**config.mk**
```make
export PLATFORM = sky130hd
export DESIGN_NAME = decode_stage_top
export DESIGN_NICKNAME = d
export VERILOG_FILES = /design/src/hdl/rv_decode_pkg.sv /design/src/hdl/alu_op_decoder.sv /design/src/hdl/decode_read.sv /design/src/hdl/decode_stage_top.sv /design/src/hdl/inflight_tracker.sv /design/src/hdl/instr_decoder.sv /design/src/hdl/issue_fsm.sv /design/src/hdl/stall_counter.sv
export VERILOG_INCLUDE_DIRS = /design/src /design/src/hdl
export SDC_FILE = /design/constraint.sdc
export NUM_CORES = 1
export LEC_CHECK = 0
export ABC_AREA = 1
export BUFFER_PORTS_ARGS = -buffer_cell sky130_fd_sc_hd__buf_2
export CAP_MARGIN = 30
export CELL_PAD_IN_SITES_DETAIL_PLACEMENT = 1
export CELL_PAD_IN_SITES_GLOBAL_PLACEMENT = 2
export CORE_ASPECT_RATIO = 1.5
export CORE_MARGIN = 2
export CORE_UTILIZATION = 29
export DETAILED_ROUTE_END_ITERATION = 10
export GPL_TIMING_DRIVEN = 0
export PLACE_DENSITY_LB_ADDON = 0.1
export RECOVER_POWER = 25
export SYNTH_ARGS = -nofsm -noshare
export SYNTH_HDL_FRONTEND = slang
export SYNTH_HIERARCHICAL = 1
export SYNTH_SLANG_ARGS = --single-unit
```
**constraint.sdc**
```tcl
create_clock -name clk -period 7.9 [get_ports clk]
set_clock_uncertainty 0.2 [all_clocks]
set_input_delay 2.37 -clock clk [delete_from_list [all_inputs] [get_ports clk]]
set_output_delay 2.37 -clock clk [all_outputs]
set_load 0.02 [all_outputs]
```
**src/hdl/rv_decode_macros.svh**
```systemverilog
`ifndef RV_DECODE_MACROS_SVH
`define RV_DECODE_MACROS_SVH

// ======================================================================
// Datapath widths
// ======================================================================

// Instruction and immediate width
`define XLEN 32

// Register index, x0..x31
`define REG_ADDR_W 5

// ALU operation code
`define ALU_OP_W 4

// Each stall counter, saturating
`define CNT_W 16

`endif

```
**src/hdl/rv_decode_pkg.sv**
```systemverilog
`include "rv_decode_macros.svh"

package rv_decode_pkg;

    // ==================================================================
    // RV32I major opcodes, instr[6:0]
    // ==================================================================
    typedef enum logic [6:0] {
        OPC_LUI       = 7'b0110111,
        OPC_AUIPC     = 7'b0010111,
        OPC_JAL       = 7'b1101111,
        OPC_JALR      = 7'b1100111,
        OPC_BRANCH    = 7'b1100011,
        OPC_LOAD      = 7'b0000011,
        OPC_STORE     = 7'b0100011,
        OPC_ARI_ITYPE = 7'b0010011,
        OPC_ARI_RTYPE = 7'b0110011,
        OPC_CSR       = 7'b1110011
    } opcode_e;

    // ==================================================================
    // ALU operations
    // ==================================================================
    typedef enum logic [`ALU_OP_W-1:0] {
        ALU_ADD    = 4'd0,
        ALU_SUB    = 4'd1,
        ALU_SLL    = 4'd2,
        ALU_SLT    = 4'd3,
        ALU_SLTU   = 4'd4,
        ALU_XOR    = 4'd5,
        ALU_SRL    = 4'd6,
        ALU_SRA    = 4'd7,
        ALU_OR     = 4'd8,
        ALU_AND    = 4'd9,
        ALU_COPY_B = 4'd10  // Pass operand B through, for LUI
    } alu_op_e;

    // Action taken by the issue logic in a cycle
    typedef enum logic [1:0] {
        ST_ISSUE     = 2'd0,
        ST_INTERLOCK = 2'd1,
        ST_HOLD      = 2'd2,
        ST_FLUSH     = 2'd3
    } issue_state_e;

endpackage

```
**src/hdl/alu_op_decoder.sv**
```systemverilog
`timescale 1ns/1ps

module alu_op_decoder (
    input  rv_decode_pkg::opcode_e opcode,
    input  logic [2:0]             funct3,
    input  logic                   add_rshift_type,
    output rv_decode_pkg::alu_op_e alu_op
);

    import rv_decode_pkg::*;

    logic is_rtype;

    assign is_rtype = (opcode == OPC_ARI_RTYPE);

    always_comb begin
        case (opcode)
            OPC_ARI_RTYPE, OPC_ARI_ITYPE: begin
                case (funct3)
                    3'b000:  alu_op = (is_rtype && add_rshift_type) ? ALU_SUB : ALU_ADD;
                    3'b001:  alu_op = ALU_SLL;
                    3'b010:  alu_op = ALU_SLT;
                    3'b011:  alu_op = ALU_SLTU;
                    3'b100:  alu_op = ALU_XOR;
                    3'b101:  alu_op = add_rshift_type ? ALU_SRA : ALU_SRL;
                    3'b110:  alu_op = ALU_OR;
                    default: alu_op = ALU_AND;
                endcase
            end
            OPC_LUI: begin
                alu_op = ALU_COPY_B;
            end
            OPC_BRANCH: begin
                alu_op = ALU_SUB;  // Compare by subtraction
            end
            default: begin
                alu_op = ALU_ADD;  // Address and PC arithmetic
            end
        endcase
    end

endmodule

```
**src/hdl/decode_read.sv**
```systemverilog
`timescale 1ns/1ps
`include "rv_decode_macros.svh"

module decode_read (
    input  logic                   flush,
    input  logic [`XLEN-1:0]       instr,
    input  logic                   s2_reg_we,
    input  logic                   s2_mem_rr,
    input  logic [`REG_ADDR_W-1:0] s2_rd,
    input  logic                   s3_reg_we,
    input  logic                   s3_mem_rr,
    input  logic [`REG_ADDR_W-1:0] s3_rd,
    output rv_decode_pkg::alu_op_e alu_op,
    output logic                   is_jump,
    output logic                   is_branch,
    output logic [2:0]             funct3,
    output logic                   a_sel_reg,
    output logic                   b_sel_reg,
    output logic                   reg_we,
    output logic                   mem_we,
    output logic                   mem_rr,
    output logic [`REG_ADDR_W-1:0] rd,
    output logic [`REG_ADDR_W-1:0] rs1,
    output logic [`REG_ADDR_W-1:0] rs2,
    output logic [`XLEN-1:0]       imm,
    output logic                   read_bubble,
    output logic                   csr_write
);

    import rv_decode_pkg::*;

    opcode_e    opcode;
    logic [6:0] funct7;
    logic       s2_hazard;
    logic       s3_hazard;

    // Load in flight that writes a register the current instruction reads
    function automatic logic stage_hazard(
        input logic                   ld_we,
        input logic                   ld_rr,
        input logic [`REG_ADDR_W-1:0] ld_rd,
        input logic                   use_a,
        input logic                   use_b,
        input logic [`REG_ADDR_W-1:0] src_a,
        input logic [`REG_ADDR_W-1:0] src_b
    );
        logic hit_a;
        logic hit_b;
        hit_a = use_a && (src_a != '0) && (src_a == ld_rd);
        hit_b = use_b && (src_b != '0) && (src_b == ld_rd);
        return ld_rr && ld_we && (hit_a || hit_b);
    endfunction

    instr_decoder u_instr_decoder (
        .instr  (instr),
        .opcode (opcode),
        .funct3 (funct3),
        .funct7 (funct7),
        .rd     (rd),
        .rs1    (rs1),
        .rs2    (rs2),
        .imm    (imm)
    );

    alu_op_decoder u_alu_op_decoder (
        .opcode          (opcode),
        .funct3          (funct3),
        .add_rshift_type (funct7[5]),
        .alu_op          (alu_op)
    );

    // ==================================================================
    // Control strobes, unknown opcodes give all zeros
    // ==================================================================
    assign is_branch = (opcode == OPC_BRANCH);
    assign is_jump   = (opcode == OPC_JAL) || (opcode == OPC_JALR) || is_branch;
    assign a_sel_reg = (opcode == OPC_STORE) || (opcode == OPC_LOAD)
                    || (opcode == OPC_ARI_RTYPE) || (opcode == OPC_ARI_ITYPE)
                    || (opcode == OPC_CSR) || (opcode == OPC_JALR);
    assign b_sel_reg = (opcode == OPC_ARI_RTYPE);
    assign reg_we    = (opcode == OPC_LUI) || (opcode == OPC_AUIPC) || (opcode == OPC_JAL)
                    || (opcode == OPC_JALR) || (opcode == OPC_LOAD)
                    || (opcode == OPC_ARI_ITYPE) || (opcode == OPC_ARI_RTYPE);
    assign mem_we    = (opcode == OPC_STORE);
    assign mem_rr    = (opcode == OPC_LOAD);
    assign csr_write = (opcode == OPC_CSR);

    // Branches compare both sources
    assign s2_hazard = stage_hazard(s2_reg_we, s2_mem_rr, s2_rd,
                                    a_sel_reg || is_branch, b_sel_reg || is_branch, rs1, rs2);
    assign s3_hazard = stage_hazard(s3_reg_we, s3_mem_rr, s3_rd,
                                    a_sel_reg || is_branch, b_sel_reg || is_branch, rs1, rs2);

    assign read_bubble = !flush && (s2_hazard || s3_hazard);

endmodule

```
**src/hdl/decode_stage_top.sv**
```systemverilog
`timescale 1ns/1ps
`include "rv_decode_macros.svh"

module decode_stage_top (
    input  logic                        clk,
    input  logic                        arst_n,
    input  logic                        instr_valid,
    input  logic [`XLEN-1:0]            instr,
    input  logic                        stall,
    input  logic                        flush,
    output rv_decode_pkg::alu_op_e      alu_op,
    output logic                        is_jump,
    output logic                        is_branch,
    output logic [2:0]                  funct3,
    output logic                        a_sel_reg,
    output logic                        b_sel_reg,
    output logic                        reg_we,
    output logic                        mem_we,
    output logic                        mem_rr,
    output logic [`REG_ADDR_W-1:0]      rd,
    output logic [`REG_ADDR_W-1:0]      rs1,
    output logic [`REG_ADDR_W-1:0]      rs2,
    output logic [`XLEN-1:0]            imm,
    output logic                        read_bubble,
    output logic                        csr_write,
    output logic                        issue,
    output rv_decode_pkg::issue_state_e state,
    output logic [`CNT_W-1:0]           interlock_count,
    output logic [`CNT_W-1:0]           hold_count
);

    logic [`REG_ADDR_W-1:0] s2_rd, s3_rd;
    logic                   s2_reg_we, s2_mem_rr;
    logic                   s3_reg_we, s3_mem_rr;
    logic                   shift_en, insert_bubble;
    logic                   count_interlock, count_hold;

    // ==================================================================
    // Decode and hazard check
    // ==================================================================
    decode_read u_decode_read (
        .flush       (flush),
        .instr       (instr),
        .s2_reg_we   (s2_reg_we),
        .s2_mem_rr   (s2_mem_rr),
        .s2_rd       (s2_rd),
        .s3_reg_we   (s3_reg_we),
        .s3_mem_rr   (s3_mem_rr),
        .s3_rd       (s3_rd),
        .alu_op      (alu_op),
        .is_jump     (is_jump),
        .is_branch   (is_branch),
        .funct3      (funct3),
        .a_sel_reg   (a_sel_reg),
        .b_sel_reg   (b_sel_reg),
        .reg_we      (reg_we),
        .mem_we      (mem_we),
        .mem_rr      (mem_rr),
        .rd          (rd),
        .rs1         (rs1),
        .rs2         (rs2),
        .imm         (imm),
        .read_bubble (read_bubble),
        .csr_write   (csr_write)
    );

    inflight_tracker u_inflight_tracker (
        .clk           (clk),
        .arst_n        (arst_n),
        .shift_en      (shift_en),
        .insert_bubble (insert_bubble),
        .rd            (rd),
        .reg_we        (reg_we),
        .mem_rr        (mem_rr),
        .s2_rd         (s2_rd),
        .s2_reg_we     (s2_reg_we),
        .s2_mem_rr     (s2_mem_rr),
        .s3_rd         (s3_rd),
        .s3_reg_we     (s3_reg_we),
        .s3_mem_rr     (s3_mem_rr)
    );

    // ==================================================================
    // Issue control and statistics
    // ==================================================================
    issue_fsm u_issue_fsm (
        .clk             (clk),
        .arst_n          (arst_n),
        .instr_valid     (instr_valid),
        .stall           (stall),
        .flush           (flush),
        .read_bubble     (read_bubble),
        .issue           (issue),
        .shift_en        (shift_en),
        .insert_bubble   (insert_bubble),
        .count_interlock (count_interlock),
        .count_hold      (count_hold),
        .state           (state)
    );

    stall_counter u_stall_counter (
        .clk             (clk),
        .arst_n          (arst_n),
        .count_interlock (count_interlock),
        .count_hold      (count_hold),
        .interlock_count (interlock_count),
        .hold_count      (hold_count)
    );

endmodule

```
**src/hdl/inflight_tracker.sv**
```systemverilog
`timescale 1ns/1ps
`include "rv_decode_macros.svh"

module inflight_tracker (
    input  logic                   clk,
    input  logic                   arst_n,
    input  logic                   shift_en,
    input  logic                   insert_bubble,
    input  logic [`REG_ADDR_W-1:0] rd,
    input  logic                   reg_we,
    input  logic                   mem_rr,
    output logic [`REG_ADDR_W-1:0] s2_rd,
    output logic                   s2_reg_we,
    output logic                   s2_mem_rr,
    output logic [`REG_ADDR_W-1:0] s3_rd,
    output logic                   s3_reg_we,
    output logic                   s3_mem_rr
);

    // A bubble clears the write strobes
    always_ff @(posedge clk or negedge arst_n) begin
        if (!arst_n) begin
            s2_reg_we <= 1'b0;
            s2_mem_rr <= 1'b0;
            s3_reg_we <= 1'b0;
            s3_mem_rr <= 1'b0;
        end else if (shift_en) begin
            s2_reg_we <= reg_we && !insert_bubble;
            s2_mem_rr <= mem_rr && !insert_bubble;
            s3_reg_we <= s2_reg_we;
            s3_mem_rr <= s2_mem_rr;
        end
    end

    // Destination indices move with the strobes
    always_ff @(posedge clk) begin
        if (shift_en) begin
            s2_rd <= rd;
            s3_rd <= s2_rd;
        end
    end

endmodule

```
**src/hdl/instr_decoder.sv**
```systemverilog
`timescale 1ns/1ps
`include "rv_decode_macros.svh"

module instr_decoder (
    input  logic [`XLEN-1:0]       instr,
    output rv_decode_pkg::opcode_e opcode,
    output logic [2:0]             funct3,
    output logic [6:0]             funct7,
    output logic [`REG_ADDR_W-1:0] rd,
    output logic [`REG_ADDR_W-1:0] rs1,
    output logic [`REG_ADDR_W-1:0] rs2,
    output logic [`XLEN-1:0]       imm
);

    import rv_decode_pkg::*;

    // Fixed field positions
    assign opcode = opcode_e'(instr[6:0]);
    assign rd     = instr[11:7];
    assign funct3 = instr[14:12];
    assign rs1    = instr[19:15];
    assign rs2    = instr[24:20];   // Also shamt for immediate shifts
    assign funct7 = instr[31:25];

    // ==================================================================
    // Immediate format select, sign bit is always instr[31]
    // ==================================================================
    always_comb begin
        case (opcode)
            OPC_JALR, OPC_LOAD, OPC_ARI_ITYPE, OPC_CSR: begin
                imm = {{(`XLEN-12){instr[31]}}, instr[31:20]};  // I
            end
            OPC_STORE: begin
                imm = {{(`XLEN-12){instr[31]}}, instr[31:25], instr[11:7]};  // S
            end
            OPC_BRANCH: begin
                imm = {{(`XLEN-13){instr[31]}}, instr[31], instr[7],
                       instr[30:25], instr[11:8], 1'b0};  // B
            end
            OPC_LUI, OPC_AUIPC: begin
                imm = {instr[31:12], 12'b0};  // U
            end
            OPC_JAL: begin
                imm = {{(`XLEN-21){instr[31]}}, instr[31], instr[19:12],
                       instr[20], instr[30:21], 1'b0};  // J
            end
            default: begin
                imm = '0;  // R-type and unknown opcodes
            end
        endcase
    end

endmodule

```
**src/hdl/issue_fsm.sv**
```systemverilog
`timescale 1ns/1ps

module issue_fsm (
    input  logic                        clk,
    input  logic                        arst_n,
    input  logic                        instr_valid,
    input  logic                        stall,
    input  logic                        flush,
    input  logic                        read_bubble,
    output logic                        issue,
    output logic                        shift_en,
    output logic                        insert_bubble,
    output logic                        count_interlock,
    output logic                        count_hold,
    output rv_decode_pkg::issue_state_e state
);

    import rv_decode_pkg::*;

    issue_state_e action;

    // ==================================================================
    // Action of this cycle, flush over stall over hazard
    // ==================================================================
    always_comb begin
        if (flush)
            action = ST_FLUSH;
        else if (stall)
            action = ST_HOLD;
        else if (read_bubble)
            action = ST_INTERLOCK;
        else
            action = ST_ISSUE;
    end

    assign issue           = (action == ST_ISSUE) && instr_valid;
    assign shift_en        = (action != ST_HOLD);   // Tracker frozen under back-pressure
    assign insert_bubble   = !issue;
    assign count_interlock = (action == ST_INTERLOCK);
    assign count_hold      = (action == ST_HOLD);

    // Last action taken, visible at the top
    always_ff @(posedge clk or negedge arst_n) begin
        if (!arst_n)
            state <= ST_FLUSH;
        else
            state <= action;
    end

endmodule

```
**src/hdl/stall_counter.sv**
```systemverilog
`timescale 1ns/1ps
`include "rv_decode_macros.svh"

module stall_counter (
    input  logic              clk,
    input  logic              arst_n,
    input  logic              count_interlock,
    input  logic              count_hold,
    output logic [`CNT_W-1:0] interlock_count,
    output logic [`CNT_W-1:0] hold_count
);

    logic [1:0]             inc;
    logic [1:0][`CNT_W-1:0] cnt;

    assign inc = {count_hold, count_interlock};

    // Both lanes saturate at all ones
    always_ff @(posedge clk or negedge arst_n) begin
        if (!arst_n) begin
            cnt <= '0;
        end else begin
            for (int i = 0; i < 2; i++) begin
                if (inc[i] && !(&cnt[i]))
                    cnt[i] <= cnt[i] + 1'b1;
            end
        end
    end

    assign interlock_count = cnt[0];
    assign hold_count      = cnt[1];

endmodule

```
==> summary.md <==
| Metric | Value |
|---|---|
| Status | `finished with violations` |
| Failing checks | `max-capacitance violations, max-slew violations` |
| Post-Syn Nets | `675` |
| Mean Syn Cell Area | `6.43 sq um` |
| Root Driver | `clkbuf_16` |
| Post-CTS sizing | `0` |
| First-pass GRT wire length | `between 20 and 25 mm` |
| Synthesis Warnings | `6` |
| GRT overflow | `0` |
| Setup ws final | `roughly 1300 ps` |
| Postcts setup bufs | `0` |
| Pwr dens | `141 mW/mm^2` |
| Gpl congestion | `0.829` |
| TritonRoute pass-1 iters | `4` |
| Fill cells | `1,894` |
| Clock Pin Slew Worst Setup and Hold Paths | `~70 ps` |
| DR vias/cell | `between 4 and 5` |
| Via Count | `4,391` |
| Starting Density | `0.293` |
| Unrepaired setup endpoints after global routing | `no` |
| FF-to-FF End | `u_stall_counter/interlock_count[8]$_DFFE_PN0P_` |
| WP data required | `5330 ps` |
| Power share of the combinational group | `0.246` |
| Die height | `about 150 microns` |
| CP endpoint kind | `output port` |
| DRC Markers | `0` |
| Kind of critical path | `in -> out` |
| H-tree depth reported by CTS | `2` |
| Share of cells above drive strength 1 | `0.289` |
| Slew at the pin with the worst max-slew slack | `1920 ps` |
| # nets final | `816` |
| Die area | `between 0.015 and 0.02 sq mm` |
| Peak VDD IR | `0.0000764 V` |
| Clock share of power | `0.330` |
| Data arrival time of the critical path | `4010 ps` |
| Final period util | `0.832` |
| Switch share | `0.336` |
| Post-Syn Area | `~0.0041 sq mm` |
| Max Slew Vio Count | `34` |
| N_diodes | `0` |
| TritonCTS Buffers | `5` |
| Sequential power share | `0.424` |
| I/O pin cnt | `135` |
| Max Buffers Root-to-Sink | `2` |
| Startpoint Class | `input port` |
| Final hold violations | `0` |
| Post-DRT Antenna Nets | `0` |
| Crit path max fanout | `4` |
| Post-DP HPWL | `roughly 11 mm` |
| Largest net degree at the start of global routing | `39` |
| Worst hold start | `u_inflight_tracker/s3_mem_rr$_DFFE_PN0P_` |
| Hold-critical path depth | `2` |
| FMAX | `between 0.15 and 0.2 GHz` |
| Area of the multi-input gates | `around 0.0023 sq mm` |
| Min-delay worst type | `reg -> reg` |
| Hold slack | `276 ps` |
| CTS tree | `done` |
| Worst R2R Path Depth | `14` |
| Setup TNS | `0 ps` |
| Reg2Reg Launch Point | `u_inflight_tracker/s2_rd[2]$_DFFE_PP_` |
| Final wirelength | `13.1 mm` |
| Max-cap viol count | `1` |
| Reg2Reg Setup Slack | `5040 ps` |
| Worst hold path endpoint | `u_inflight_tracker/s3_mem_rr$_DFFE_PN0P_` |
| PortBufs | `133` |
| Area grow syn2layout | `24.8%` |
| Number of placement rows | `53` |
| # hold bufs at CTS | `0` |
| Core Util, Final | `0.366` |
| Worst-skew pair later-pin latency | `300 ps` |
| CP startpoint | `instr[3]` |
| Post-DP Area | `0.00496 sq mm` |
| Core area | `roughly 0.014 sq mm` |
| Crit path time final | `6580 ps` |
| Switching power | `between 200 and 250 uW` |
| Post-Synthesis Cells | `636` |
| Setup Viol. Count Final | `0` |
| Static Leak | `2.88 nW` |
| Clk sinks | `48` |
| Int Pwr | `476 uW` |
| Final instance area | `0.00510 sq mm` |
| Slew margin rel. | `-0.279` |
| WL per Instance | `13.9 microns` |
| DP Worst Slack | `~1300 ps` |
| Initial antenna violation count | `0` |
| Die Wd | `between 100 and 150 microns` |
| Vias in the first global route | `4,642` |
| Sequential Area | `between 0.001 and 0.0015 sq mm` |
| Total GRT Usage | `0.181` |
| Initial DRC Count | `55` |
-- layout make-up --
class | instances | area share
multi-input cells | 468 | 0.443
inverters | 89 | 0.0655
well taps | 165 | 0.0405
clock buffers | 8 | 0.0309
plain buffers | 31 | 0.0437
flip-flops and latches | 48 | 0.246
repair buffers | 134 | 0.131
-- per-stage QoR --
stage,power [mW],std cells
3_5_place_dp,0.490,934
2_1_floorplan,0.419,636
3_3_place_gp,0.484,934
6_report,0.717,943
4_1_cts,0.734,942
5_1_grt,0.759,943
-- worst max path at each step --
stage	endpoint	slack [ps]	depth (start not counted)
finish	issue	1320	15
global route	issue	1110	15
CTS	issue	1290	15
detailed placement	issue	1300	15
global placement	issue	1350	15
floorplan	issue	1660	13
-- per-layer routing --
metal  vias up  global-route usage  wire, microns
li1       2233                   -              -
met1      2054               0.198           5090
met2        92               0.357           7330
met3        12              0.0220            494
met4         0              0.0514            184
met5         -                   0              0
-- power groups by stage --
stage | Clock [mW] | Combinational [mW] | Sequential [mW]
6_report | 0.237 | 0.176 | 0.304
3_5_place_dp | 0 | 0.181 | 0.310
5_1_grt | 0.252 | 0.199 | 0.309
2_1_floorplan | 0 | 0.100 | 0.319
3_3_place_gp | 0 | 0.176 | 0.308
4_1_cts | 0.248 | 0.181 | 0.305
-- cells in the final DEF, fill, tap and decap left out, types with 3 or more instances in the layout --
master,count
nand2_1,237
buf_2,133
inv_1,82
nor2_1,57
nand3_1,51
dfrtp_1,36
buf_4,22
xnor2_1,21
nand2_2,16
nand4_1,14
o21ai_0,14
nor2_2,12
edfxtp_1,10
o21ai_2,10
clkbuf_1,8
inv_2,7
nor3_1,7
nor2_4,7
clkbuf_16,6
o21ai_1,4
nand3b_1,4
buf_6,3
-- registers in the layout, summed over array words and instances (netlist names) --
| register | flops |
|---|---|
| u_inflight_tracker/s3_mem_rr | 1 |
| u_inflight_tracker/s3_reg_we | 1 |
| u_inflight_tracker/s2_mem_rr | 1 |
| u_issue_fsm/state | 2 |
| u_stall_counter/interlock_count | 16 |
| u_stall_counter/hold_count | 16 |
| u_inflight_tracker/s3_rd | 5 |
| u_inflight_tracker/s2_reg_we | 1 |
| u_inflight_tracker/s2_rd | 5 |
-- critical path, cell delays in order --
cell and delay (ps):
buf_2 120, buf_4 140, inv_1 60, nand2_1 70
nor2_2 140, nand2_1 140, a21oi_2 200, nand2_1 70
nand2_1 70, nand2_1 60, a21oi_2 200, inv_1 100
nand2_1 70, nor2_1 40, buf_2 150
Note: power is estimated with default switching activity, not from simulation.
